`src/rtl/ntt_params.svh`:
```
// Modulus, coefficient and memory widths, polynomial size and pipeline depths
`ifndef NTT_PARAMS_SVH
`define NTT_PARAMS_SVH

// ====================
// Arithmetic
// ====================

// q = 2^23 - 2^13 + 1
`define MLDSA_Q 23'd8380417
`define COEFF_W 23

// Stored field per coefficient, top bit always zero
`define REG_SIZE 24

// ====================
// Memory layout
// ====================
`define COEFF_PER_CLK 4
`define MEM_DATA_W (`COEFF_PER_CLK * `REG_SIZE)
`define MEM_ADDR_W 15
`define POLY_WORDS 64

// ====================
// Pipeline depths
// ====================

// Read request to matching write request
`define PWO_LAT 5
`define LANE_LAT 3

`endif

```
`src/rtl/pwo_arith_pkg.sv`:
```
// Pointwise operation modes, coefficient and word types, lane operand struct
`include "ntt_params.svh"

package pwo_arith_pkg;

    // ====================
    // Operations
    // ====================

    // pwm multiplies, pwa adds, pws subtracts
    typedef enum logic [1:0] {
        pwm = 2'd0,
        pwa = 2'd1,
        pws = 2'd2
    } pwo_mode_e;

    // ====================
    // Data
    // ====================

    typedef logic [`COEFF_W-1:0] coeff_t;

    // Operands for one lane, c_old is zero unless accumulating
    typedef struct packed {
        coeff_t a;
        coeff_t b;
        coeff_t c_old;
    } lane_ops_t;

    // One result word without the padding bits
    typedef coeff_t [`COEFF_PER_CLK-1:0] pwo_word_t;

endpackage

```
`src/rtl/pwo_delay_line.sv`:
```
// Fixed-depth shift register with a configurable payload type
`timescale 1ns/1ps

module pwo_delay_line #(
    parameter type payload_t = logic,
    parameter int  DEPTH     = 1
) (
    input  logic     clk,
    input  logic     reset_n,
    input  payload_t d_i,
    output payload_t q_o
);

    payload_t stage_q [DEPTH];

    // Stage 0 takes the input, each later stage takes its neighbour
    always_ff @(posedge clk or negedge reset_n) begin
        if (!reset_n) begin
            for (int i = 0; i < DEPTH; i++) begin
                stage_q[i] <= '0;
            end
        end else begin
            stage_q[0] <= d_i;
            for (int i = 1; i < DEPTH; i++) begin
                stage_q[i] <= stage_q[i-1];
            end
        end
    end

    assign q_o = stage_q[DEPTH-1];

endmodule

```
`src/rtl/mldsa_mod_mult.sv`:
```
// Two-stage modular multiplier for q = 2^23 - 2^13 + 1
`timescale 1ns/1ps
`include "ntt_params.svh"

module mldsa_mod_mult (
    input  logic                  clk,
    input  logic                  reset_n,
    input  pwo_arith_pkg::coeff_t a_i,
    input  pwo_arith_pkg::coeff_t b_i,
    output pwo_arith_pkg::coeff_t p_o
);

    localparam int PROD_W = 2 * `COEFF_W;

    logic [PROD_W-1:0]     prod_q;
    logic [36:0]           fold1;
    logic [27:0]           fold2;
    logic [23:0]           fold3;
    logic [23:0]           red;
    pwo_arith_pkg::coeff_t p_q;

    // ====================
    // Stage 1: product
    // ====================
    always_ff @(posedge clk or negedge reset_n) begin
        if (!reset_n) begin
            prod_q <= '0;
        end else begin
            prod_q <= a_i * b_i;
        end
    end

    // ====================
    // Stage 2: folding
    // ====================

    // Each pass replaces h * 2^23 by h * (2^13 - 1)
    assign fold1 = 37'({prod_q[45:23], 13'd0}) - 37'(prod_q[45:23]) + 37'(prod_q[22:0]);
    assign fold2 = 28'({fold1[36:23], 13'd0}) - 28'(fold1[36:23]) + 28'(fold1[22:0]);
    // High part is at most 16 here, so the result stays below 2q
    assign fold3 = 24'({fold2[27:23], 13'd0}) - 24'(fold2[27:23]) + 24'(fold2[22:0]);
    assign red   = (fold3 >= 24'(`MLDSA_Q)) ? fold3 - 24'(`MLDSA_Q) : fold3;

    always_ff @(posedge clk or negedge reset_n) begin
        if (!reset_n) begin
            p_q <= '0;
        end else begin
            p_q <= red[`COEFF_W-1:0];
        end
    end

    assign p_o = p_q;

endmodule

```
`src/rtl/pwo_lane.sv`:
```
// One coefficient lane: modular multiply-accumulate, add or subtract
`timescale 1ns/1ps
`include "ntt_params.svh"

module pwo_lane (
    input  logic                     clk,
    input  logic                     reset_n,
    input  pwo_arith_pkg::pwo_mode_e op_mode_i,
    input  logic                     op_acc_i,
    input  pwo_arith_pkg::lane_ops_t ops_i,
    output pwo_arith_pkg::coeff_t    r_o
);

    pwo_arith_pkg::lane_ops_t ops_d;
    pwo_arith_pkg::coeff_t    prod;
    pwo_arith_pkg::coeff_t    r_q;
    logic                     pwm_mode_q;
    logic                     pwa_mode_q;
    logic                     pws_mode_q;
    logic [`REG_SIZE-1:0]     add_x;
    logic [`REG_SIZE-1:0]     add_y;
    logic [`REG_SIZE-1:0]     add_sum;
    logic [`REG_SIZE-1:0]     sub_diff;
    logic [`REG_SIZE-1:0]     add_res;
    logic [`REG_SIZE-1:0]     sub_res;

    // One-hot mode flags, stable for a whole run
    always_ff @(posedge clk or negedge reset_n) begin
        if (!reset_n) begin
            pwm_mode_q <= 1'b0;
            pwa_mode_q <= 1'b0;
            pws_mode_q <= 1'b0;
        end else begin
            pwm_mode_q <= (op_mode_i == pwo_arith_pkg::pwm);
            pwa_mode_q <= (op_mode_i == pwo_arith_pkg::pwa);
            pws_mode_q <= (op_mode_i == pwo_arith_pkg::pws);
        end
    end

    mldsa_mod_mult u_mult (
        .clk     (clk),
        .reset_n (reset_n),
        .a_i     (ops_i.a),
        .b_i     (ops_i.b),
        .p_o     (prod)
    );

    // Operands travel next to the multiplier
    pwo_delay_line #(
        .payload_t (pwo_arith_pkg::lane_ops_t),
        .DEPTH     (`LANE_LAT - 1)
    ) u_ops_dly (
        .clk     (clk),
        .reset_n (reset_n),
        .d_i     (ops_i),
        .q_o     (ops_d)
    );

    // Shared adder: product + c_old for pwm, a + b for pwa
    assign add_x    = pwm_mode_q ? {1'b0, prod} : {1'b0, ops_d.a};
    assign add_y    = pwm_mode_q ? (op_acc_i ? {1'b0, ops_d.c_old} : '0) : {1'b0, ops_d.b};
    assign add_sum  = add_x + add_y;
    assign add_res  = (add_sum >= `REG_SIZE'(`MLDSA_Q)) ? add_sum - `REG_SIZE'(`MLDSA_Q) : add_sum;

    // Borrow out of a - b means add q back
    assign sub_diff = {1'b0, ops_d.a} - {1'b0, ops_d.b};
    assign sub_res  = sub_diff[`REG_SIZE-1] ? sub_diff + `REG_SIZE'(`MLDSA_Q) : sub_diff;

    always_ff @(posedge clk) begin
        if (pwm_mode_q || pwa_mode_q) begin
            r_q <= add_res[`COEFF_W-1:0];
        end else if (pws_mode_q) begin
            r_q <= sub_res[`COEFF_W-1:0];
        end else begin
            r_q <= '0;
        end
    end

    assign r_o = r_q;

endmodule

```
`config.mk`:
```
export PLATFORM = sky130hd
export DESIGN_NAME = pwo_lane
export DESIGN_NICKNAME = d
export VERILOG_FILES = /design/src/rtl/pwo_arith_pkg.sv /design/src/rtl/pwo_delay_line.sv /design/src/rtl/mldsa_mod_mult.sv /design/src/rtl/pwo_lane.sv
export VERILOG_INCLUDE_DIRS = /design/src /design/src/rtl
export SDC_FILE = /design/constraint.sdc
export NUM_CORES = 2
export LEC_CHECK = 0
export BUFFER_PORTS_ARGS = -buffer_cell sky130_fd_sc_hd__clkbuf_2
export CORE_MARGIN = 4
export CORE_UTILIZATION = 51
export DETAILED_ROUTE_END_ITERATION = 16
export PLACE_DENSITY = 0.67
export SLEW_MARGIN = 5
export SYNTH_ARGS = -nofsm -noshare
export SYNTH_HDL_FRONTEND = slang
export SYNTH_SLANG_ARGS = --single-unit
```
`constraint.sdc`:
```
create_clock -name clk -period 26.6 [get_ports clk]
set_input_delay 0 -clock clk [delete_from_list [all_inputs] [get_ports clk]]
set_output_delay 0 -clock clk [all_outputs]
set_load 0.02 [all_outputs]
```
==> impl_results.md <==
* EDFF count, synth at 0
* Clock Path Buffers at 3
* Worst rel slew slack at a little over two fifths
* CP peak stage delay at about 580 ps
* Initial drt markers at 1469
* CP Launch Point: u_mult.prod_q[24]
* Worst setup endpoint: u_mult.p_o[17]
* Reg2reg start: u_mult.prod_q[24]
* Synthesis warning total at 0
* Vias at 24490
* Initial antenna violation count at 7
* Grt total ovfl at 0
* Finished Layout Cells at 4506
* Setup violators final at 0
* Final hold vios at 0
* Post-synthesis cell count at 3585
* Worst-Skew Late Latency at between 500 and 600 ps
* Crit share post-route at around 44%
* Crit path max-delay cell type: nand3_1
* Final min period at approximately 12000 ps
* Commonest cells after routing, fill and taps aside: inv_1, nand2_1, fa_1, ha_1, dfrtp_1
* I/O Buffers at 96
* Total CTS buffers at 26
* Final wirelength at ~83000 um
* Reg2reg setup slack at around 15000 ps
* DP HPWL at approximately 66000 um
* Setup slack at placement at 14840 ps
* Fillers at 5736
* DRC Markers at 0
* Vias/cell at 5.434
* Number of global-route vias before repair at about 25000
* Mean Syn Cell Area at about 9.0 um^2
* Worst EP arrival at approximately 12000 ps
* HP Class: in -> reg
* Max cap viols at 0
* Critical Path RT at 27040 ps
* Crit path kind: reg -> reg
* Pre-Repair DR Iteration Count at 5
* Most used cell, CP: o21ai_0
* I/O pins at slightly below 100
* Root buffer cell: clkbuf_16
* CTS clk-pin slew, worst paths at roughly 60 ps
* Yosys cell types at 81
* Synthesized flop and latch total at about 230
* Post-synth top flop: dfrtp_1
* Clock sinks at 233
* Netlist Area Pre-Place at around 0.032 mm^2
* Placed Cells at between 4000 and 5000
* RSZ-0062 raised after global routing: false
* Status: finished clean
* Die area at between 0.06 and 0.07 mm^2
* Measured slew at the worst slew-check pin at between 800 and 900 ps
* Largest net degree at the start of global routing at 73
* Most common cell after layout, fill and taps aside: inv_1
* R2R cell count at between 40 and 50
* Die X at 260.1 um
* Peak Freq at about 85 MHz
* Hold_sp: ops_i[68]
* Worst setup margin at 14830 ps
* Max Fanout on Critical Path at 20
* Rows at 92
* Final setup TNS at 0 ps
* Routed Antenna Nets at 0
* Vert. Die Dim at 260.1 um
* Crit path capture type: flip-flop
* Nets at between 4000 and 5000
* Sequential fraction of the synthesis area at 17.64%
* Synthesized Nets at 4454
* Initial Util at 51.46%
* H-tree lvl count at 1
* Global-route wire length before repair at 134300 um
* Post-synth ARST share at about nine tenths
* Routed length per placed instance at ~18 um
* Placer Congestion at between 0.9 and 1
* CTS tree: built
* R2r endpoint: u_mult.p_o[17]
* Max-slew violations at 0
* Total Routing Usage GR at about 25%
* Worst Skew at ~23 ps
* Area delta synth->final at 7.429%
* WHS at between 20 and 30 ps
* Layout cells sized above 1 at 5.361%
* Nature of the critical path startpoint: flip-flop
* Core footprint at 0.06297 mm^2
[sequential cells by signal, indices dropped and copies added (netlist names)]
signal	cells
pws_mode_q	1
pwm_mode_q	1
r_o	23
u_mult.p_o	23
u_ops_dly.q_o	69
pwa_mode_q	1
u_ops_dly.stage_q	69
u_mult.prod_q	46
[timing repair]
item	CTS	global route
setup buffers	0	0
hold endpoints to repair	110	0
hold buffers	42	0
endpoints found under the setup margin	0	0
resized for setup	0	0
[worst min path at each step]
| stage | end | cells past startpoint |
|---|---|---|
| 6_report | u_ops_dly.stage_q[137] | 1 |
| 4_1_cts | u_ops_dly.stage_q[136] | 1 |
| 3_5_place_dp | u_ops_dly.q_o[2] | 1 |
| 2_1_floorplan | pwa_mode_q | 0 |
| 3_3_place_gp | u_ops_dly.q_o[23] | 1 |
| 5_1_grt | u_ops_dly.stage_q[137] | 1 |
[per-stage QoR]
stage          util (%)  instance area (um^2)
2_1_floorplan         -                 32400
3_3_place_gp      53.28                 33550
3_5_place_dp      53.28                 33550
4_1_cts           55.27                 34800
5_1_grt           55.28                 34810
6_report          55.29                 34810
[kinds of logic after synthesis]
group           synth area share (%)
buf+inv                        8.745
compound gates                 9.966
xor+xnor                       5.915
mux                           0.9190
simple gates                   15.63
flops                          17.64
fa+ha+maj                      41.19
[cell usage after synthesis, types with 5 or more instances]
cell	number	area, um^2
a21o_1	64	480.5
and3_1	17	106.4
a31o_2	5	43.79
o21ai_1	6	30.03
a21boi_0	7	52.55
or2_2	7	43.79
and4_1	5	43.79
nor3_1	34	170.2
nand2_1	511	1918
nor3b_1	5	37.54
xnor2_1	151	1323
mux2_2	22	247.7
nor4_1	8	50.05
o31ai_1	8	60.06
and2_1	186	1164
a31oi_1	19	118.9
o22ai_1	22	137.6
nor2b_1	32	200.2
o211ai_1	11	82.58
a211o_1	6	52.55
o21a_1	26	195.2
inv_1	627	2354
o21bai_1	23	172.7
fa_1	453	9069
nand4_1	20	125.1
nand3b_1	6	45.04
or3_1	21	131.4
nand2b_1	29	181.4
nor2_1	122	457.9
a211oi_1	15	112.6
o21ai_0	92	460.4
mux2i_1	5	50.05
clkbuf_1	118	442.9
xor2_1	66	578.1
dfxtp_1	23	460.4
a21oi_1	132	660.6
dfrtp_1	210	5255
nand3_1	49	245.2
ha_1	342	4279
[metal layers]
metal | GRT usage (%) | share of wire [%]
met1 | 33.12 | 42
met3 | 2.629 | 5.7
met4 | 9.542 | 4.3
met2 | 42.39 | 48
met5 | 0 | 0.016
[critical path, delay by kind of cell, from the launching register on]
kind,cells,cell delay [ps]
mux,1,190
xor+xnor,2,430
compound gates,24,5850
buf+inv,2,170
flops,1,360
simple gates,11,2550
fa+ha+maj,7,2060
[area by class of cell]
type	count	area [um^2]	share of cell area (%)
tap	846	1059	3.041
inverter	627	2354	6.761
timing repair buffer	148	1003	2.883
clock inverter	9	86.33	0.2480
sequential	233	5715	16.42
multi-input combinational	2601	23860	68.53
clock buffer	38	726.9	2.088
antenna	4	10.01	0.02875
Power is left out: the tool's default activity adds up to more than one toggle a clock period on the data nets, which glitch-free logic cannot reach.
