===== config.mk =====
export PLATFORM = sky130hd
export DESIGN_NAME = pwo_ctrl
export DESIGN_NICKNAME = d
export VERILOG_FILES = /design/src/rtl/ntt_mem_pkg.sv /design/src/rtl/pwo_arith_pkg.sv /design/src/rtl/pwo_delay_line.sv /design/src/rtl/pwo_ctrl.sv
export VERILOG_INCLUDE_DIRS = /design/src /design/src/rtl
export SDC_FILE = /design/constraint.sdc
export NUM_CORES = 1
export LEC_CHECK = 0
export BUFFER_PORTS_ARGS = -buffer_cell sky130_fd_sc_hd__buf_2
export CAP_MARGIN = 20
export CORE_MARGIN = 2
export CORE_UTILIZATION = 59
export CTS_CLUSTER_SIZE = 12
export DETAILED_ROUTE_END_ITERATION = 16
export PLACE_DENSITY_LB_ADDON = 0.25
export SLEW_MARGIN = 10
export SYNTH_ARGS = -nofsm -noshare
export SYNTH_HDL_FRONTEND = slang
export SYNTH_SLANG_ARGS = --single-unit
export TNS_END_PERCENT = 100

===== constraint.sdc =====
create_clock -name clk -period 4.1 [get_ports clk]
set_clock_uncertainty 0.1 [all_clocks]
set_input_delay 0.615 -clock clk [delete_from_list [all_inputs] [get_ports clk]]
set_output_delay 0.615 -clock clk [all_outputs]
set_load 0.02 [all_outputs]

===== src/rtl/ntt_params.svh =====
// Modulus, coefficient and memory widths, polynomial size and pipeline depths
`ifndef NTT_PARAMS_SVH
`define NTT_PARAMS_SVH

// ====================
// Arithmetic
// ====================

// q = 2^23 - 2^13 + 1
`define MLDSA_Q 23'd8380417
`define COEFF_W 23

// Stored field per coefficient, top bit always zero
`define REG_SIZE 24

// ====================
// Memory layout
// ====================
`define COEFF_PER_CLK 4
`define MEM_DATA_W (`COEFF_PER_CLK * `REG_SIZE)
`define MEM_ADDR_W 15
`define POLY_WORDS 64

// ====================
// Pipeline depths
// ====================

// Read request to matching write request
`define PWO_LAT 5
`define LANE_LAT 3

`endif


===== src/rtl/ntt_mem_pkg.sv =====
// Memory command encoding, word address, request struct and raw memory word
`include "ntt_params.svh"

package ntt_mem_pkg;

    // ====================
    // Request fields
    // ====================

    // All-zero value must stay RW_IDLE, delay lines reset to it
    typedef enum logic [1:0] {
        RW_IDLE  = 2'b00,
        RW_READ  = 2'b01,
        RW_WRITE = 2'b10
    } rw_cmd_e;

    typedef logic [`MEM_ADDR_W-1:0] mem_addr_t;

    typedef struct packed {
        rw_cmd_e   rd_wr_en;
        mem_addr_t addr;
    } mem_if_t;

    // Four 24-bit fields, lane 0 in the low bits
    typedef logic [`MEM_DATA_W-1:0] mem_word_t;

endpackage


===== src/rtl/pwo_arith_pkg.sv =====
// Pointwise operation modes, coefficient and word types, lane operand struct
`include "ntt_params.svh"

package pwo_arith_pkg;

    // ====================
    // Operations
    // ====================

    // pwm multiplies, pwa adds, pws subtracts
    typedef enum logic [1:0] {
        pwm = 2'd0,
        pwa = 2'd1,
        pws = 2'd2
    } pwo_mode_e;

    // ====================
    // Data
    // ====================

    typedef logic [`COEFF_W-1:0] coeff_t;

    // Operands for one lane, c_old is zero unless accumulating
    typedef struct packed {
        coeff_t a;
        coeff_t b;
        coeff_t c_old;
    } lane_ops_t;

    // One result word without the padding bits
    typedef coeff_t [`COEFF_PER_CLK-1:0] pwo_word_t;

endpackage


===== src/rtl/pwo_delay_line.sv =====
// Fixed-depth shift register with a configurable payload type
`timescale 1ns/1ps

module pwo_delay_line #(
    parameter type payload_t = logic,
    parameter int  DEPTH     = 1
) (
    input  logic     clk,
    input  logic     reset_n,
    input  payload_t d_i,
    output payload_t q_o
);

    payload_t stage_q [DEPTH];

    // Stage 0 takes the input, each later stage takes its neighbour
    always_ff @(posedge clk or negedge reset_n) begin
        if (!reset_n) begin
            for (int i = 0; i < DEPTH; i++) begin
                stage_q[i] <= '0;
            end
        end else begin
            stage_q[0] <= d_i;
            for (int i = 1; i < DEPTH; i++) begin
                stage_q[i] <= stage_q[i-1];
            end
        end
    end

    assign q_o = stage_q[DEPTH-1];

endmodule


===== src/rtl/pwo_ctrl.sv =====
// Pointwise sequencer: operation latch, read address issue, write request delay, busy and done
`timescale 1ns/1ps
`include "ntt_params.svh"

module pwo_ctrl (
    input  logic                     clk,
    input  logic                     reset_n,
    input  logic                     ntt_enable_i,
    input  pwo_arith_pkg::pwo_mode_e mode_i,
    input  logic                     accumulate_i,
    input  ntt_mem_pkg::mem_addr_t   a_base_i,
    input  ntt_mem_pkg::mem_addr_t   b_base_i,
    input  ntt_mem_pkg::mem_addr_t   c_base_i,
    output ntt_mem_pkg::mem_if_t     a_rd_req_o,
    output ntt_mem_pkg::mem_if_t     b_rd_req_o,
    output ntt_mem_pkg::mem_if_t     c_rd_req_o,
    output ntt_mem_pkg::mem_if_t     c_wr_req_o,
    output pwo_arith_pkg::pwo_mode_e op_mode_o,
    output logic                     op_acc_o,
    output logic                     busy_o,
    output logic                     done_o
);

    localparam int CNT_W = $clog2(`POLY_WORDS);

    logic                     busy_q;
    logic                     rd_active_q;
    logic                     done_q;
    logic [CNT_W-1:0]         rd_cnt_q;
    pwo_arith_pkg::pwo_mode_e mode_q;
    logic                     acc_q;
    ntt_mem_pkg::mem_addr_t   a_base_q;
    ntt_mem_pkg::mem_addr_t   b_base_q;
    ntt_mem_pkg::mem_addr_t   c_base_q;
    ntt_mem_pkg::mem_addr_t   rd_offset;
    ntt_mem_pkg::mem_if_t     wr_req_now;
    ntt_mem_pkg::mem_if_t     wr_req_dly;
    logic                     start;
    logic                     last_rd;
    logic                     last_wr;

    // Start pulses are dropped while a run is in progress
    assign start   = ntt_enable_i & ~busy_q;
    assign last_rd = rd_active_q & (rd_cnt_q == CNT_W'(`POLY_WORDS - 1));
    assign last_wr = (wr_req_dly.rd_wr_en == ntt_mem_pkg::RW_WRITE) &&
                     (wr_req_dly.addr == c_base_q + ntt_mem_pkg::mem_addr_t'(`POLY_WORDS - 1));

    // ====================
    // Sequencer state
    // ====================
    always_ff @(posedge clk or negedge reset_n) begin
        if (!reset_n) begin
            busy_q      <= 1'b0;
            rd_active_q <= 1'b0;
            done_q      <= 1'b0;
            rd_cnt_q    <= '0;
            mode_q      <= pwo_arith_pkg::pwm;
            acc_q       <= 1'b0;
            a_base_q    <= '0;
            b_base_q    <= '0;
            c_base_q    <= '0;
        end else begin
            done_q <= last_wr;
            if (start) begin
                busy_q      <= 1'b1;
                rd_active_q <= 1'b1;
                rd_cnt_q    <= '0;
                mode_q      <= mode_i;
                // Accumulate only means something for multiply
                acc_q       <= accumulate_i & (mode_i == pwo_arith_pkg::pwm);
                a_base_q    <= a_base_i;
                b_base_q    <= b_base_i;
                c_base_q    <= c_base_i;
            end else begin
                if (rd_active_q) begin
                    rd_cnt_q <= rd_cnt_q + 1'b1;
                end
                if (last_rd) begin
                    rd_active_q <= 1'b0;
                end
                if (last_wr) begin
                    busy_q <= 1'b0;
                end
            end
        end
    end

    // ====================
    // Requests
    // ====================
    always_comb begin
        rd_offset  = ntt_mem_pkg::mem_addr_t'(rd_cnt_q);
        a_rd_req_o = '0;
        b_rd_req_o = '0;
        c_rd_req_o = '0;
        wr_req_now = '0;
        if (rd_active_q) begin
            a_rd_req_o.rd_wr_en = ntt_mem_pkg::RW_READ;
            a_rd_req_o.addr     = a_base_q + rd_offset;
            b_rd_req_o.rd_wr_en = ntt_mem_pkg::RW_READ;
            b_rd_req_o.addr     = b_base_q + rd_offset;
            if (acc_q) begin
                c_rd_req_o.rd_wr_en = ntt_mem_pkg::RW_READ;
                c_rd_req_o.addr     = c_base_q + rd_offset;
            end
            // Write for the same word, released once the lanes are done with it
            wr_req_now.rd_wr_en = ntt_mem_pkg::RW_WRITE;
            wr_req_now.addr     = c_base_q + rd_offset;
        end
    end

    pwo_delay_line #(
        .payload_t (ntt_mem_pkg::mem_if_t),
        .DEPTH     (`PWO_LAT)
    ) u_wr_dly (
        .clk     (clk),
        .reset_n (reset_n),
        .d_i     (wr_req_now),
        .q_o     (wr_req_dly)
    );

    assign c_wr_req_o = wr_req_dly;
    assign op_mode_o  = mode_q;
    assign op_acc_o   = acc_q;
    assign busy_o     = busy_q;
    assign done_o     = done_q;

endmodule


==> results of run 1 <==
## registers in the layout (all words and copies together), names as in the netlist
signal	count
op_acc_o	1
op_mode_o	2
u_wr_dly.stage_q	64
u_wr_dly.q_o	16
busy_o	1
rd_cnt_q	6
c_base_q	15
rd_active_q	1
done_o	1
b_base_q	15
a_base_q	15
## critical path, cell delays in order (launching register included)
cell and delay [ns]:
sky130_fd_sc_hd__dfrtp_1 0.46, sky130_fd_sc_hd__ha_1 0.27, sky130_fd_sc_hd__fa_1 0.41, sky130_fd_sc_hd__a21o_1 0.18, sky130_fd_sc_hd__a21oi_1 0.24, sky130_fd_sc_hd__o21bai_1 0.09, sky130_fd_sc_hd__a21oi_1 0.43, sky130_fd_sc_hd__nor4b_1 0.14
sky130_fd_sc_hd__xnor2_1 0.16, sky130_fd_sc_hd__nor2_1 0.09, sky130_fd_sc_hd__buf_2 0.18
## layout make-up
type                    count  area share, %
well taps                 136           2.31
inverters                  17          0.867
flip-flops and latches    137           46.6
clock inverters            15           2.29
clock buffers              17           5.62
multi-input cells         353           34.0
repair buffers            121           8.38
## Yosys cell counts, types with 2 or more instances
cell,instances,area (sq um)
sky130_fd_sc_hd__xor2_1,21,184
sky130_fd_sc_hd__ha_1,20,250
sky130_fd_sc_hd__dfrtp_1,137,3430
sky130_fd_sc_hd__buf_4,26,195
sky130_fd_sc_hd__a31oi_1,4,25.0
sky130_fd_sc_hd__nand3_1,17,85.1
sky130_fd_sc_hd__fa_1,3,60.1
sky130_fd_sc_hd__clkbuf_1,13,48.8
sky130_fd_sc_hd__mux2_2,44,495
sky130_fd_sc_hd__nor3b_1,3,22.5
sky130_fd_sc_hd__o21bai_1,3,22.5
sky130_fd_sc_hd__o21ai_0,19,95.1
sky130_fd_sc_hd__nand2b_1,2,12.5
sky130_fd_sc_hd__nor2_1,67,251
sky130_fd_sc_hd__or3_1,5,31.3
sky130_fd_sc_hd__mux2i_1,2,20.0
sky130_fd_sc_hd__and3_1,5,31.3
sky130_fd_sc_hd__a211oi_1,2,15.0
sky130_fd_sc_hd__buf_2,2,10.0
sky130_fd_sc_hd__a211o_1,2,17.5
sky130_fd_sc_hd__inv_1,16,60.1
sky130_fd_sc_hd__nor3_1,11,55.1
sky130_fd_sc_hd__a21o_1,7,52.6
sky130_fd_sc_hd__nor2b_1,4,25.0
sky130_fd_sc_hd__nand2_1,25,93.8
sky130_fd_sc_hd__xnor2_1,33,289
sky130_fd_sc_hd__and2_1,8,50.1
sky130_fd_sc_hd__nand4_1,8,50.1
sky130_fd_sc_hd__nor4_1,2,12.5
sky130_fd_sc_hd__nor4b_1,4,35.0
sky130_fd_sc_hd__a21oi_1,17,85.1
## where the power goes
group	internal (mW)	total, mW	leakage [nW]	switching [mW]
sequential	1.86	2.34	1.77	0.477
clock	0.878	1.48	0.278	0.600
combinational	1.12	2.71	1.59	1.59
## layout by cell type (no fill, tap or decap), types with 2 or more instances in the layout
master / count
sky130_fd_sc_hd__dfrtp_1: 136
sky130_fd_sc_hd__buf_2: 118
sky130_fd_sc_hd__nor2_1: 67
sky130_fd_sc_hd__mux2_2: 44
sky130_fd_sc_hd__xnor2_1: 33
sky130_fd_sc_hd__nand2_1: 25
sky130_fd_sc_hd__xor2_1: 21
sky130_fd_sc_hd__ha_1: 20
sky130_fd_sc_hd__o21ai_0: 18
sky130_fd_sc_hd__a21oi_1: 17
sky130_fd_sc_hd__nand3_1: 17
sky130_fd_sc_hd__inv_1: 16
sky130_fd_sc_hd__clkbuf_16: 16
sky130_fd_sc_hd__nor3_1: 11
sky130_fd_sc_hd__nand4_1: 8
sky130_fd_sc_hd__and2_1: 8
sky130_fd_sc_hd__a21o_1: 7
sky130_fd_sc_hd__or3_1: 5
sky130_fd_sc_hd__and3_1: 5
sky130_fd_sc_hd__nor4b_1: 4
sky130_fd_sc_hd__a31oi_1: 4
sky130_fd_sc_hd__conb_1: 4
sky130_fd_sc_hd__inv_6: 4
sky130_fd_sc_hd__clkinv_4: 4
sky130_fd_sc_hd__o21bai_1: 3
sky130_fd_sc_hd__nor3b_1: 3
sky130_fd_sc_hd__nor2b_1: 3
sky130_fd_sc_hd__fa_1: 3
sky130_fd_sc_hd__clkinvlp_4: 3
sky130_fd_sc_hd__nand2b_1: 2
sky130_fd_sc_hd__a211oi_2: 2
sky130_fd_sc_hd__nor4_1: 2
sky130_fd_sc_hd__a211o_1: 2
sky130_fd_sc_hd__mux2i_1: 2
sky130_fd_sc_hd__bufinv_16: 2
sky130_fd_sc_hd__buf_4: 2
## logic make-up after synthesis
group / count (synthesis) / synth area share (%)
buf+inv: 59 / 5.17
mux: 46 / 8.29
simple gates: 166 / 13.0
other cells: 1 / 0.0603
compound gates: 60 / 5.75
flops: 137 / 55.1
fa+ha+maj: 23 / 4.99
xor+xnor: 54 / 7.60
## metrics by stage
stage               util [%]  cells  setup slack, ns  hold WS, ns
floorplan                  -    549             1.04        0.219
global placement        65.9    764            0.827        0.231
detailed placement      65.9    764            0.723        0.235
CTS                     71.5    796            0.154        0.174
global route            71.6    796           0.0107        0.198
finish                  71.6    796            0.214        0.100
## repair_timing
| action | 4_1_cts | 5_1_grt |
|---|---|---|
| hold buffers | 0 | 0 |
| endpoints found under the setup margin | 0 | 5 |
| hold endpoints to repair | 0 | 0 |
| gates resized for setup | 0 | 5 |
## worst min-delay path by stage
stage	startpoint	end	slack, ns
after floorplan	reset_n	a_base_q[0]	0.22
after detailed placement	u_wr_dly.stage_q[25]	u_wr_dly.q_o[8]	0.23
final	reset_n	u_wr_dly.stage_q[35]	0.10
after global routing	reset_n	c_base_q[5]	0.20
after global placement	u_wr_dly.stage_q[72]	u_wr_dly.stage_q[55]	0.23
after CTS	reset_n	b_base_q[14]	0.17
## routing by layer
metal | GRT usage, % | up-vias | wire, um
met2 | 38.1 | 130 | 6060
met1 | 29.5 | 2078 | 5310
met3 | 6.08 | 31 | 655
met5 | 0 | - | 0
li1 | - | 2038 | -
met4 | 10.6 | 0 | 286
==> metrics.txt, run 1 <==
# TYPE chip_impl_metric gauge
chip_impl_metric{name="worst_r2r_path_cells",unit=""} 10
chip_impl_metric{name="drt-wirelength-per-cell",unit="um"} 15.5
chip_impl_metric{name="place_hpwl",unit="um"} 8580
chip_impl_metric{name="vdd.ir_drop.worst",unit="mV"} 0.662
chip_impl_metric{name="via_count",unit=""} 4277
chip_impl_metric{name="pin_count_of_the_biggest_net_entering_global_routing",unit=""} 115
chip_impl_metric{name="synthesis.yosys.warnings",unit=""} 0
chip_impl_metric{name="finalWirelength",unit="um"} 12300
chip_impl_info{name="capturing_point_of_the_worst_reg2reg_path",value="u_wr_dly.stage_q[80]"} 1
chip_impl_info{name="start_kind",value="flop"} 1
chip_impl_info{name="clockRootBuffer",value="sky130_fd_sc_hd__clkbuf_8"} 1
chip_impl_metric{name="std_cell_rows",unit=""} 37
chip_impl_info{name="grt_setup_unrepaired",value="false"} 1
chip_impl_metric{name="fill_cells",unit=""} 742
chip_impl_metric{name="gpl.final_weighted_congestion",unit=""} 0.791
chip_impl_metric{name="total_power",unit="mW"} 6.53
chip_impl_metric{name="drtIter0Drc",unit=""} 244
chip_impl_info{name="dominant_register_cell_in_the_synthesized_netlist",value="sky130_fd_sc_hd__dfrtp_1"} 1
chip_impl_metric{name="clockBufferDepth",unit=""} 2
chip_impl_metric{name="grt_use_total",unit="%"} 23.4
chip_impl_info{name="critical_path_class",value="flop to output port"} 1
chip_impl_metric{name="port-buffer-count",unit=""} 119
chip_impl_metric{name="grt_antenna_before_repair",unit=""} 0
chip_impl_info{name="holdCritPathClass",value="input port to asynchronous set/reset pin"} 1
chip_impl_metric{name="grt.overflow.total",unit=""} 0
chip_impl_metric{name="power.density",unit="mW/mm^2"} 886
chip_impl_metric{name="clk_pin_slew_worst_paths",unit="ns"} 0.06
chip_impl_metric{name="drv_slew",unit=""} 0
chip_impl_metric{name="layout_cells_sized_above_1",unit="%"} 30.8
chip_impl_metric{name="initial_core_util",unit="%"} 60.5
chip_impl_metric{name="finalHoldViolations",unit=""} 0
chip_impl_metric{name="clock_latency",unit="ns"} 0.53
chip_impl_metric{name="cts.sink_count",unit=""} 137
chip_impl_metric{name="p_leak",unit="nW"} 3.64
chip_impl_info{name="critical_path.endpoint",value="a_rd_req_o[14]"} 1
chip_impl_metric{name="timing.critical_path.fanout_max",unit=""} 6
chip_impl_metric{name="crit_required",unit="ns"} 3.38
chip_impl_metric{name="rrSetupSlack",unit="ns"} 1.54
chip_impl_info{name="outcome",value="completed"} 1
chip_impl_metric{name="timing.max_slew.rel_slack",unit="%"} 34.6
chip_impl_metric{name="synth_seq_cells",unit=""} 137
chip_impl_metric{name="count_of_maximum_capacitance_violations",unit=""} 0
chip_impl_info{name="critical_path.reg2reg.startpoint",value="rd_cnt_q[0]"} 1
chip_impl_metric{name="final_period_minus_worst_setup_slack",unit="ns"} 3.89
chip_impl_metric{name="async_flop_share",unit="%"} 100
chip_impl_metric{name="fmax",unit="GHz"} 0.257
chip_impl_metric{name="design.portCount",unit=""} 124
chip_impl_metric{name="die_height",unit="um"} 107
chip_impl_metric{name="number_of_global_route_vias_before_repair",unit=""} 4374
chip_impl_metric{name="synthesis.area",unit="sq mm"} 0.00622
chip_impl_metric{name="multi_input_comb_area",unit="sq mm"} 0.00250
chip_impl_metric{name="die_area",unit="sq mm"} 0.0114
chip_impl_metric{name="setup_viol",unit=""} 0
chip_impl_metric{name="drt_pre_antenna_iters",unit=""} 4
chip_impl_info{name="critPathLaunch",value="rd_cnt_q[0]"} 1
chip_impl_info{name="worstSetupEndpointType",value="output port"} 1
chip_impl_metric{name="drc",unit=""} 0
chip_impl_metric{name="totalNegativeSetupSlack",unit="ns"} 0
chip_impl_metric{name="postSynthAreaPerCell",unit="sq um"} 11.4
chip_impl_metric{name="number_of_synthesized_flops_with_an_enable_pin",unit=""} 0
chip_impl_metric{name="cts_buffers",unit=""} 17
chip_impl_metric{name="grt_pass1_wl",unit="um"} 20500
chip_impl_metric{name="worst-slew-pin-transition",unit="ns"} 0.981
chip_impl_metric{name="placedInstanceArea",unit="sq mm"} 0.00677
chip_impl_metric{name="post_cts_buffers",unit=""} 0
chip_impl_metric{name="cp.arrival",unit="ns"} 3.17
chip_impl_metric{name="n_antenna_cell",unit=""} 0
chip_impl_metric{name="layout.nets",unit=""} 721
chip_impl_metric{name="final_area",unit="sq mm"} 0.00736
chip_impl_metric{name="die_w",unit="um"} 107
chip_impl_metric{name="antenna_violating_nets_post_route",unit=""} 0
chip_impl_metric{name="post_synth_inst_count",unit=""} 546
chip_impl_info{name="cts_tree",value="built"} 1
chip_impl_metric{name="layout-area-overhead-vs-synth",unit="%"} 18.4
chip_impl_metric{name="post_drt_via_cell_ratio",unit=""} 5.37
chip_impl_metric{name="seq_area_frac_synth",unit="%"} 55.1
chip_impl_metric{name="finalCritPeriodShare",unit="%"} 94.8
chip_impl_metric{name="register_area",unit="sq mm"} 0.00343
chip_impl_metric{name="core_area",unit="sq mm"} 0.0103
chip_impl_metric{name="netlist-cell-type-count",unit=""} 45
chip_impl_metric{name="htreeDepth",unit=""} 4
No activity file was read; power rests on OpenSTA's default activity.
==> run 2: changes to the inputs <==
==> constraint.sdc (replaced) <==
create_clock -name clk -period 4.1 [get_ports clk]
set_clock_uncertainty 0.1 [all_clocks]
set_input_delay 0.41 -clock clk [delete_from_list [all_inputs] [get_ports clk]]
set_output_delay 0.41 -clock clk [all_outputs]
set_load 0.02 [all_outputs]
==> run 2 against run 1 <==
Net effect:
- clock-buffer cell count up 9
- clock power barely moved
- critical endpoint is now c_rd_req_o[14]
- sequential power barely moved
- non-clock buffer count rose by 27
- global-route usage rose by 1.4 points
- critical path depth stayed put
- via count up 3.5%
- sequential share of layout area shrank 1.6 points
- power grew 0.43%
- die area unchanged
- register-to-register slack got worse by 0.23 ns
- cell area increased by 3.4%
==> metrics.txt, run 2 (synthesized netlist as in run 1, its figures left out) <==
# TYPE chip_impl_metric gauge
chip_impl_metric{name="initial_core_util",unit="%"} 60.5
chip_impl_metric{name="timing.max_slew.rel_slack",unit="%"} 38.5
chip_impl_metric{name="hold_path_depth",unit=""} 2
chip_impl_metric{name="gpl.final_weighted_congestion",unit=""} 0.786
chip_impl_metric{name="p_int",unit="mW"} 3.93
chip_impl_metric{name="drt-wirelength-per-cell",unit="um"} 16.0
chip_impl_metric{name="drt_pre_antenna_iters",unit=""} 4
chip_impl_metric{name="port-buffer-count",unit=""} 119
chip_impl_info{name="start_kind",value="flop"} 1
chip_impl_metric{name="layout.nets",unit=""} 748
chip_impl_metric{name="drc",unit=""} 0
chip_impl_metric{name="worst-slew-pin-transition",unit="ns"} 0.923
chip_impl_info{name="critical_path_class",value="flop to output port"} 1
chip_impl_metric{name="critical_path.max_stage_delay",unit="ns"} 0.55
chip_impl_metric{name="grt_use_total",unit="%"} 24.8
chip_impl_metric{name="pwr-share-comb",unit="%"} 41.9
chip_impl_metric{name="worst_slack",unit="ns"} 0.361
chip_impl_info{name="cts_tree",value="built"} 1
chip_impl_metric{name="fmax",unit="GHz"} 0.267
chip_impl_metric{name="power_frac_clock",unit="%"} 22.4
chip_impl_metric{name="die_w",unit="um"} 107
chip_impl_metric{name="std_cell_rows",unit=""} 37
chip_impl_metric{name="swShare",unit="%"} 40.1
chip_impl_metric{name="grt.overflow.total",unit=""} 0
chip_impl_info{name="holdCritPathClass",value="input port to flop"} 1
chip_impl_metric{name="largest_register_ff_count",unit=""} 64
chip_impl_metric{name="post_drt_via_cell_ratio",unit=""} 5.38
chip_impl_metric{name="die_area",unit="sq mm"} 0.0114
chip_impl_metric{name="cts_hold_buf",unit=""} 27
chip_impl_metric{name="timing.critical_path.fanout_max",unit=""} 9
chip_impl_metric{name="grt_pass1_wl",unit="um"} 21700
chip_impl_metric{name="design.portCount",unit=""} 124
chip_impl_metric{name="number_of_cells_upsized_or_downsized_after_cts",unit=""} 0
chip_impl_metric{name="finalHoldViolations",unit=""} 0
chip_impl_metric{name="layout-area-overhead-vs-synth",unit="%"} 22.4
chip_impl_metric{name="clock_latency",unit="ns"} 0.53
chip_impl_metric{name="cts_buffers",unit=""} 17
chip_impl_info{name="critical-path-top-cell-by-count",value="sky130_fd_sc_hd__o21ai_0"} 1
chip_impl_metric{name="final_period_minus_worst_setup_slack",unit="ns"} 3.74
chip_impl_metric{name="netSwitchingPower",unit="mW"} 2.63
chip_impl_metric{name="setup_viol",unit=""} 0
chip_impl_info{name="timing.critical_path.cells",value="inv_1 > fa_1 > nor2b_1 > o21ai_0 > a21boi_0 > o21ai_0 > a211oi_1 > xnor2_1 > nor2_1 > buf_2"} 1
chip_impl_metric{name="pin_count_of_the_biggest_net_entering_global_routing",unit=""} 109
chip_impl_metric{name="totalNegativeSetupSlack",unit="ns"} 0
chip_impl_metric{name="power.density",unit="mW/mm^2"} 861
chip_impl_info{name="top_register",value="u_wr_dly.stage_q"} 1
chip_impl_info{name="worstSetupEndpointType",value="output port"} 1
chip_impl_metric{name="grt_antenna_before_repair",unit=""} 0
chip_impl_metric{name="core_area",unit="sq mm"} 0.0103
chip_impl_metric{name="count_of_maximum_capacitance_violations",unit=""} 0
chip_impl_metric{name="worst_r2r_path_cells",unit=""} 9
chip_impl_metric{name="crit_required",unit="ns"} 3.59
chip_impl_metric{name="finalWirelength",unit="um"} 13100
chip_impl_info{name="outcome",value="completed"} 1
chip_impl_metric{name="htreeDepth",unit=""} 4
chip_impl_info{name="layout.cells.most_common_list",value="sky130_fd_sc_hd__dfrtp_1, sky130_fd_sc_hd__buf_2, sky130_fd_sc_hd__nor2_1"} 1
chip_impl_metric{name="post_cts_buffers",unit=""} 0
chip_impl_info{name="layout_commonest_cell",value="sky130_fd_sc_hd__dfrtp_1"} 1
chip_impl_metric{name="clockBufferDepth",unit=""} 2
chip_impl_metric{name="layout_cells_sized_above_1",unit="%"} 28.4
chip_impl_info{name="cpMaxStageDelayCell",value="sky130_fd_sc_hd__dfrtp_1"} 1
chip_impl_metric{name="cts.sink_count",unit=""} 137
chip_impl_metric{name="via_count",unit=""} 4425
chip_impl_metric{name="p_leak",unit="nW"} 3.75
chip_impl_metric{name="pre_cts_slack",unit="ns"} 0.914
chip_impl_metric{name="drv_slew",unit=""} 0
chip_impl_metric{name="n_antenna_cell",unit=""} 0
chip_impl_info{name="clockRootBuffer",value="sky130_fd_sc_hd__clkbuf_8"} 1
chip_impl_metric{name="finalCritPeriodShare",unit="%"} 91.2
chip_impl_metric{name="power.share.sequential",unit="%"} 35.8
chip_impl_metric{name="clk_pin_slew_worst_paths",unit="ns"} 0.06
chip_impl_metric{name="drtIter0Drc",unit=""} 247
chip_impl_metric{name="place_hpwl",unit="um"} 8820
chip_impl_metric{name="number_of_global_route_vias_before_repair",unit=""} 4589
chip_impl_metric{name="die_height",unit="um"} 107
chip_impl_metric{name="antenna_violating_nets_post_route",unit=""} 0
chip_impl_metric{name="vdd.ir_drop.worst",unit="mV"} 0.687
chip_impl_metric{name="cp.arrival",unit="ns"} 3.23
chip_impl_info{name="grt_setup_unrepaired",value="false"} 1
-- run 2: cell types whose count changed in the layout (fill, tap and decap cells not counted), sizes merged --
cell | previous run | this run
dlygate4sd3 | 0 | 27
clkbuf | 17 | 26
inv | 22 | 17
clkinv | 5 | 1
-- run 2: stage by stage --
| step | instances | power [mW] | utilization (%) | hold slack [ns] | area, sq um |
|---|---|---|---|---|---|
| final | 823 | 6.56 | 74.1 | 0.0216 | 7610 |
| after CTS | 823 | 6.59 | 74.1 | 0.00168 | 7610 |
| after global placement | 764 | 4.93 | 65.9 | 0.232 | 6770 |
| after floorplan | 549 | 4.35 | - | 0.0144 | 6230 |
| after global routing | 823 | 7.00 | 74.1 | 0.00270 | 7610 |
| after detailed placement | 764 | 5.06 | 65.9 | 0.235 | 6770 |
-- run 2: worst paths after layout --
check,from,to,slack [ns]
min in group asynchronous,reset_n,u_wr_dly.q_o[3],0.47
hold reg to reg,u_wr_dly.stage_q[28],u_wr_dly.q_o[11],0.24
setup / recovery,rd_cnt_q[1],c_rd_req_o[14],0.36
hold / removal,a_base_i[4],a_base_q[4],0.02
setup reg to reg,rd_cnt_q[1],u_wr_dly.stage_q[80],1.31
max in group asynchronous,reset_n,a_base_q[3],2.46
-- run 2: power groups by stage --
| stage | clock (mW) | combinational [mW] | sequential [mW] |
|---|---|---|---|
| after detailed placement | 0 | 2.70 | 2.36 |
| after floorplan | 0 | 2.19 | 2.16 |
| after global placement | 0 | 2.61 | 2.32 |
| final | 1.47 | 2.74 | 2.35 |
| after CTS | 1.49 | 2.76 | 2.35 |
| after global routing | 1.55 | 3.03 | 2.42 |
-- run 2: per-layer routing --
| metal | GRT usage, % | routed length (um) |
|---|---|---|
| met2 | 40.9 | 6600 |
| met3 | 6.44 | 680 |
| met4 | 12.4 | 358 |
| met5 | 0 | 0 |
| met1 | 30.4 | 5510 |
-- run 2: layout make-up --
class / instances / area, sq um
Clock inverter: 6 / 87.6
Inverter: 17 / 63.8
Multi-Input combinational cell: 353 / 2490
Clock buffer: 26 / 488
Sequential cell: 137 / 3430
Timing Repair Buffer: 148 / 887
Tap cell: 136 / 170
Fill cell: 744 / 2660
-- run 2: worst max-delay path: cells and delay by family, from the launching register on --
family | cells | cell delay (ns)
adder cells (fa/ha/maj) | 1 | 0.48
AND/OR/NAND/NOR | 2 | 0.19
XOR/XNOR | 1 | 0.19
AO/OA/AOI/OAI | 4 | 0.99
buffers and inverters | 2 | 0.31
flip-flops | 1 | 0.55
==> run 3: changes to the inputs <==
Settings changed: BUFFER_PORTS_ARGS -buffer_cell sky130_fd_sc_hd__buf_2 to default, CORE_UTILIZATION 59 to 65, DONT_BUFFER_PORTS from default to 1, GPL_ROUTABILITY_DRIVEN from default to 0.
==> run 3 against run 2 <==
Net effect:
- via count down 8.0%
- final cell count down 13%
- worst hold slack better by 0.0063 ns
- die area down 8.9%
- combinational power down 12%
- core utilization up 4.5 points
- cell area down 4.2%
- routed wire length down 0.41%
- fmax down 2.6%
- critical endpoint unchanged
- largest cell class unchanged
- largest power group is now sequential cells
==> metrics.txt, run 3 (synthesized netlist as in run 1, its figures left out) <==
# TYPE chip_impl_metric gauge
chip_impl_metric{name="die_w",unit="um"} 102
chip_impl_info{name="clockRootBuffer",value="sky130_fd_sc_hd__clkbuf_8"} 1
chip_impl_metric{name="number_of_global_route_vias_before_repair",unit=""} 4170
chip_impl_metric{name="timing.critical_path.fanout_max",unit=""} 9
chip_impl_metric{name="cts.sink_count",unit=""} 137
chip_impl_info{name="layout.cells.most_common_list",value="sky130_fd_sc_hd__dfrtp_1, sky130_fd_sc_hd__nor2_1, sky130_fd_sc_hd__dlygate4sd3_1"} 1
chip_impl_metric{name="setup_viol",unit=""} 0
chip_impl_info{name="cts_tree",value="built"} 1
chip_impl_metric{name="p_leak",unit="nW"} 3.32
chip_impl_info{name="outcome",value="completed"} 1
chip_impl_metric{name="clockBufferDepth",unit=""} 2
chip_impl_metric{name="grt_use_met1",unit="%"} 32.1
chip_impl_metric{name="drt_pre_antenna_iters",unit=""} 4
chip_impl_metric{name="rrSetupSlack",unit="ns"} 1.27
chip_impl_metric{name="htreeDepth",unit=""} 4
chip_impl_metric{name="die_area",unit="sq mm"} 0.0104
chip_impl_metric{name="drtIter0Drc",unit=""} 150
chip_impl_metric{name="pin_count_of_the_biggest_net_entering_global_routing",unit=""} 138
chip_impl_info{name="layout_commonest_cell",value="sky130_fd_sc_hd__dfrtp_1"} 1
chip_impl_metric{name="clk_pin_slew_worst_paths",unit="ns"} 0.06
chip_impl_metric{name="layout-area-overhead-vs-synth",unit="%"} 17.2
chip_impl_metric{name="pre_cts_slack",unit="ns"} 0.838
chip_impl_metric{name="port-buffer-count",unit=""} 0
chip_impl_info{name="holdCritPathClass",value="input port to flop"} 1
chip_impl_metric{name="place.detailed.instances",unit=""} 637
chip_impl_metric{name="worst-slew-pin-transition",unit="ns"} 0.908
chip_impl_metric{name="crit_required",unit="ns"} 3.59
chip_impl_metric{name="cts_buffers",unit=""} 17
chip_impl_metric{name="drc",unit=""} 0
chip_impl_info{name="top_register",value="u_wr_dly.stage_q"} 1
chip_impl_metric{name="drt-wirelength-per-cell",unit="um"} 18.2
chip_impl_metric{name="place_hpwl",unit="um"} 8170
chip_impl_metric{name="layout_cells_sized_above_1",unit="%"} 13.6
chip_impl_metric{name="finalCritPeriodShare",unit="%"} 93.6
chip_impl_metric{name="core_area",unit="sq mm"} 0.00928
chip_impl_metric{name="globalRouteMet2Util",unit="%"} 46.7
chip_impl_info{name="grt.busiest_layer",value="met2"} 1
chip_impl_metric{name="grt_antenna_before_repair",unit=""} 0
chip_impl_metric{name="drv_slew",unit=""} 0
chip_impl_metric{name="initial_core_util",unit="%"} 67.0
chip_impl_metric{name="std_cell_rows",unit=""} 35
chip_impl_metric{name="utilization",unit="%"} 78.5
chip_impl_metric{name="vdd.ir_drop.worst",unit="mV"} 0.545
chip_impl_info{name="grt_setup_unrepaired",value="false"} 1
chip_impl_info{name="start_kind",value="flop"} 1
chip_impl_metric{name="grt_pass1_wl",unit="um"} 21000
chip_impl_metric{name="largest_register_ff_count",unit=""} 64
chip_impl_metric{name="cp.arrival",unit="ns"} 3.33
chip_impl_info{name="critical_path_class",value="flop to output port"} 1
chip_impl_metric{name="design.portCount",unit=""} 124
chip_impl_metric{name="post_cts_buffers",unit=""} 0
chip_impl_metric{name="power.density",unit="mW/mm^2"} 887
chip_impl_metric{name="worst_slack",unit="ns"} 0.262
chip_impl_metric{name="die_height",unit="um"} 102
chip_impl_metric{name="clock_latency",unit="ns"} 0.52
chip_impl_metric{name="via_count",unit=""} 4073
chip_impl_metric{name="fmax",unit="GHz"} 0.261
chip_impl_metric{name="global_route.usage.met3",unit="%"} 8.62
chip_impl_metric{name="finalWirelength",unit="um"} 13100
chip_impl_metric{name="finish.cell_count_without_fillers",unit=""} 719
chip_impl_info{name="worstSetupEndpointType",value="output port"} 1
chip_impl_metric{name="totalNegativeSetupSlack",unit="ns"} 0
chip_impl_metric{name="finalHoldViolations",unit=""} 0
chip_impl_metric{name="total_power",unit="mW"} 6.47
chip_impl_metric{name="final_period_minus_worst_setup_slack",unit="ns"} 3.84
chip_impl_metric{name="post_drt_via_cell_ratio",unit=""} 5.66
chip_impl_metric{name="grt.overflow.total",unit=""} 0
chip_impl_metric{name="count_of_maximum_capacitance_violations",unit=""} 0
chip_impl_metric{name="timing.max_slew.rel_slack",unit="%"} 39.4
chip_impl_metric{name="n_antenna_cell",unit=""} 0
chip_impl_metric{name="layout.nets",unit=""} 651
chip_impl_metric{name="antenna_violating_nets_post_route",unit=""} 0
chip_impl_metric{name="grt_use_total",unit="%"} 27.0
-- run 3: worst paths after layout --
check                                           from              endpoint  depth (start not counted)
worst max register to register           rd_cnt_q[1]  u_wr_dly.stage_q[82]                          9
min in group asynchronous                    reset_n       u_wr_dly.q_o[3]                          2
worst min-delay path                       mode_i[0]              op_acc_o                          3
max in group asynchronous                    reset_n           a_base_q[5]                          2
worst min register to register  u_wr_dly.stage_q[63]  u_wr_dly.stage_q[46]                          0
worst max-delay path                     rd_cnt_q[1]        c_rd_req_o[14]                          9
-- run 3: power by group --
| group | internal (mW) | total, mW | switching, mW |
|---|---|---|---|
| registers | 1.86 | 2.46 | 0.603 |
| logic | 0.948 | 2.40 | 1.46 |
| clock network | 1.01 | 1.61 | 0.595 |
-- run 3: what timing repair did --
item / in CTS / in global routing
hold buffers: 50 / 0
resized for setup: 0 / 0
endpoints found under the hold margin: 185 / 0
-- run 3: metrics by stage --
stage / instance area [sq um] / hold WS [ns]
after floorplan: 6230 / 0.0144
after global placement: 6150 / 0.0196
after detailed placement: 6150 / 0.0176
after CTS: 7290 / 0.0247
after global routing: 7290 / 0.0431
final: 7290 / 0.0278
-- run 3: critical path, cell delays in order (launching register included) --
cell and delay (ns):
sky130_fd_sc_hd__dfrtp_1 0.57, sky130_fd_sc_hd__inv_1 0.13, sky130_fd_sc_hd__fa_1 0.47, sky130_fd_sc_hd__nor2b_1 0.12, sky130_fd_sc_hd__o21ai_0 0.10, sky130_fd_sc_hd__a21boi_0 0.26
sky130_fd_sc_hd__o21ai_0 0.29, sky130_fd_sc_hd__a211oi_1 0.38, sky130_fd_sc_hd__xnor2_1 0.13, sky130_fd_sc_hd__nor2_1 0.33
-- run 3: layout make-up --
type                            instances  area [sq um]
Multi-Input combinational cell        353          2490
Clock buffer                           19           432
Sequential cell                       137          3430
Inverter                               17          63.8
Tap cell                              129           161
Fill cell                             574          1990
Timing Repair Buffer                   51           526
Clock inverter                         13           191
-- run 3: routing by layer --
metal  wire length (um)  share of wire (%)  up-vias
met4                182                1.4        0
li1                   -                  -     1897
met3                734                5.6       17
met1               5190                 40     2043
met5                  0                  0        -
met2               6980                 53      116
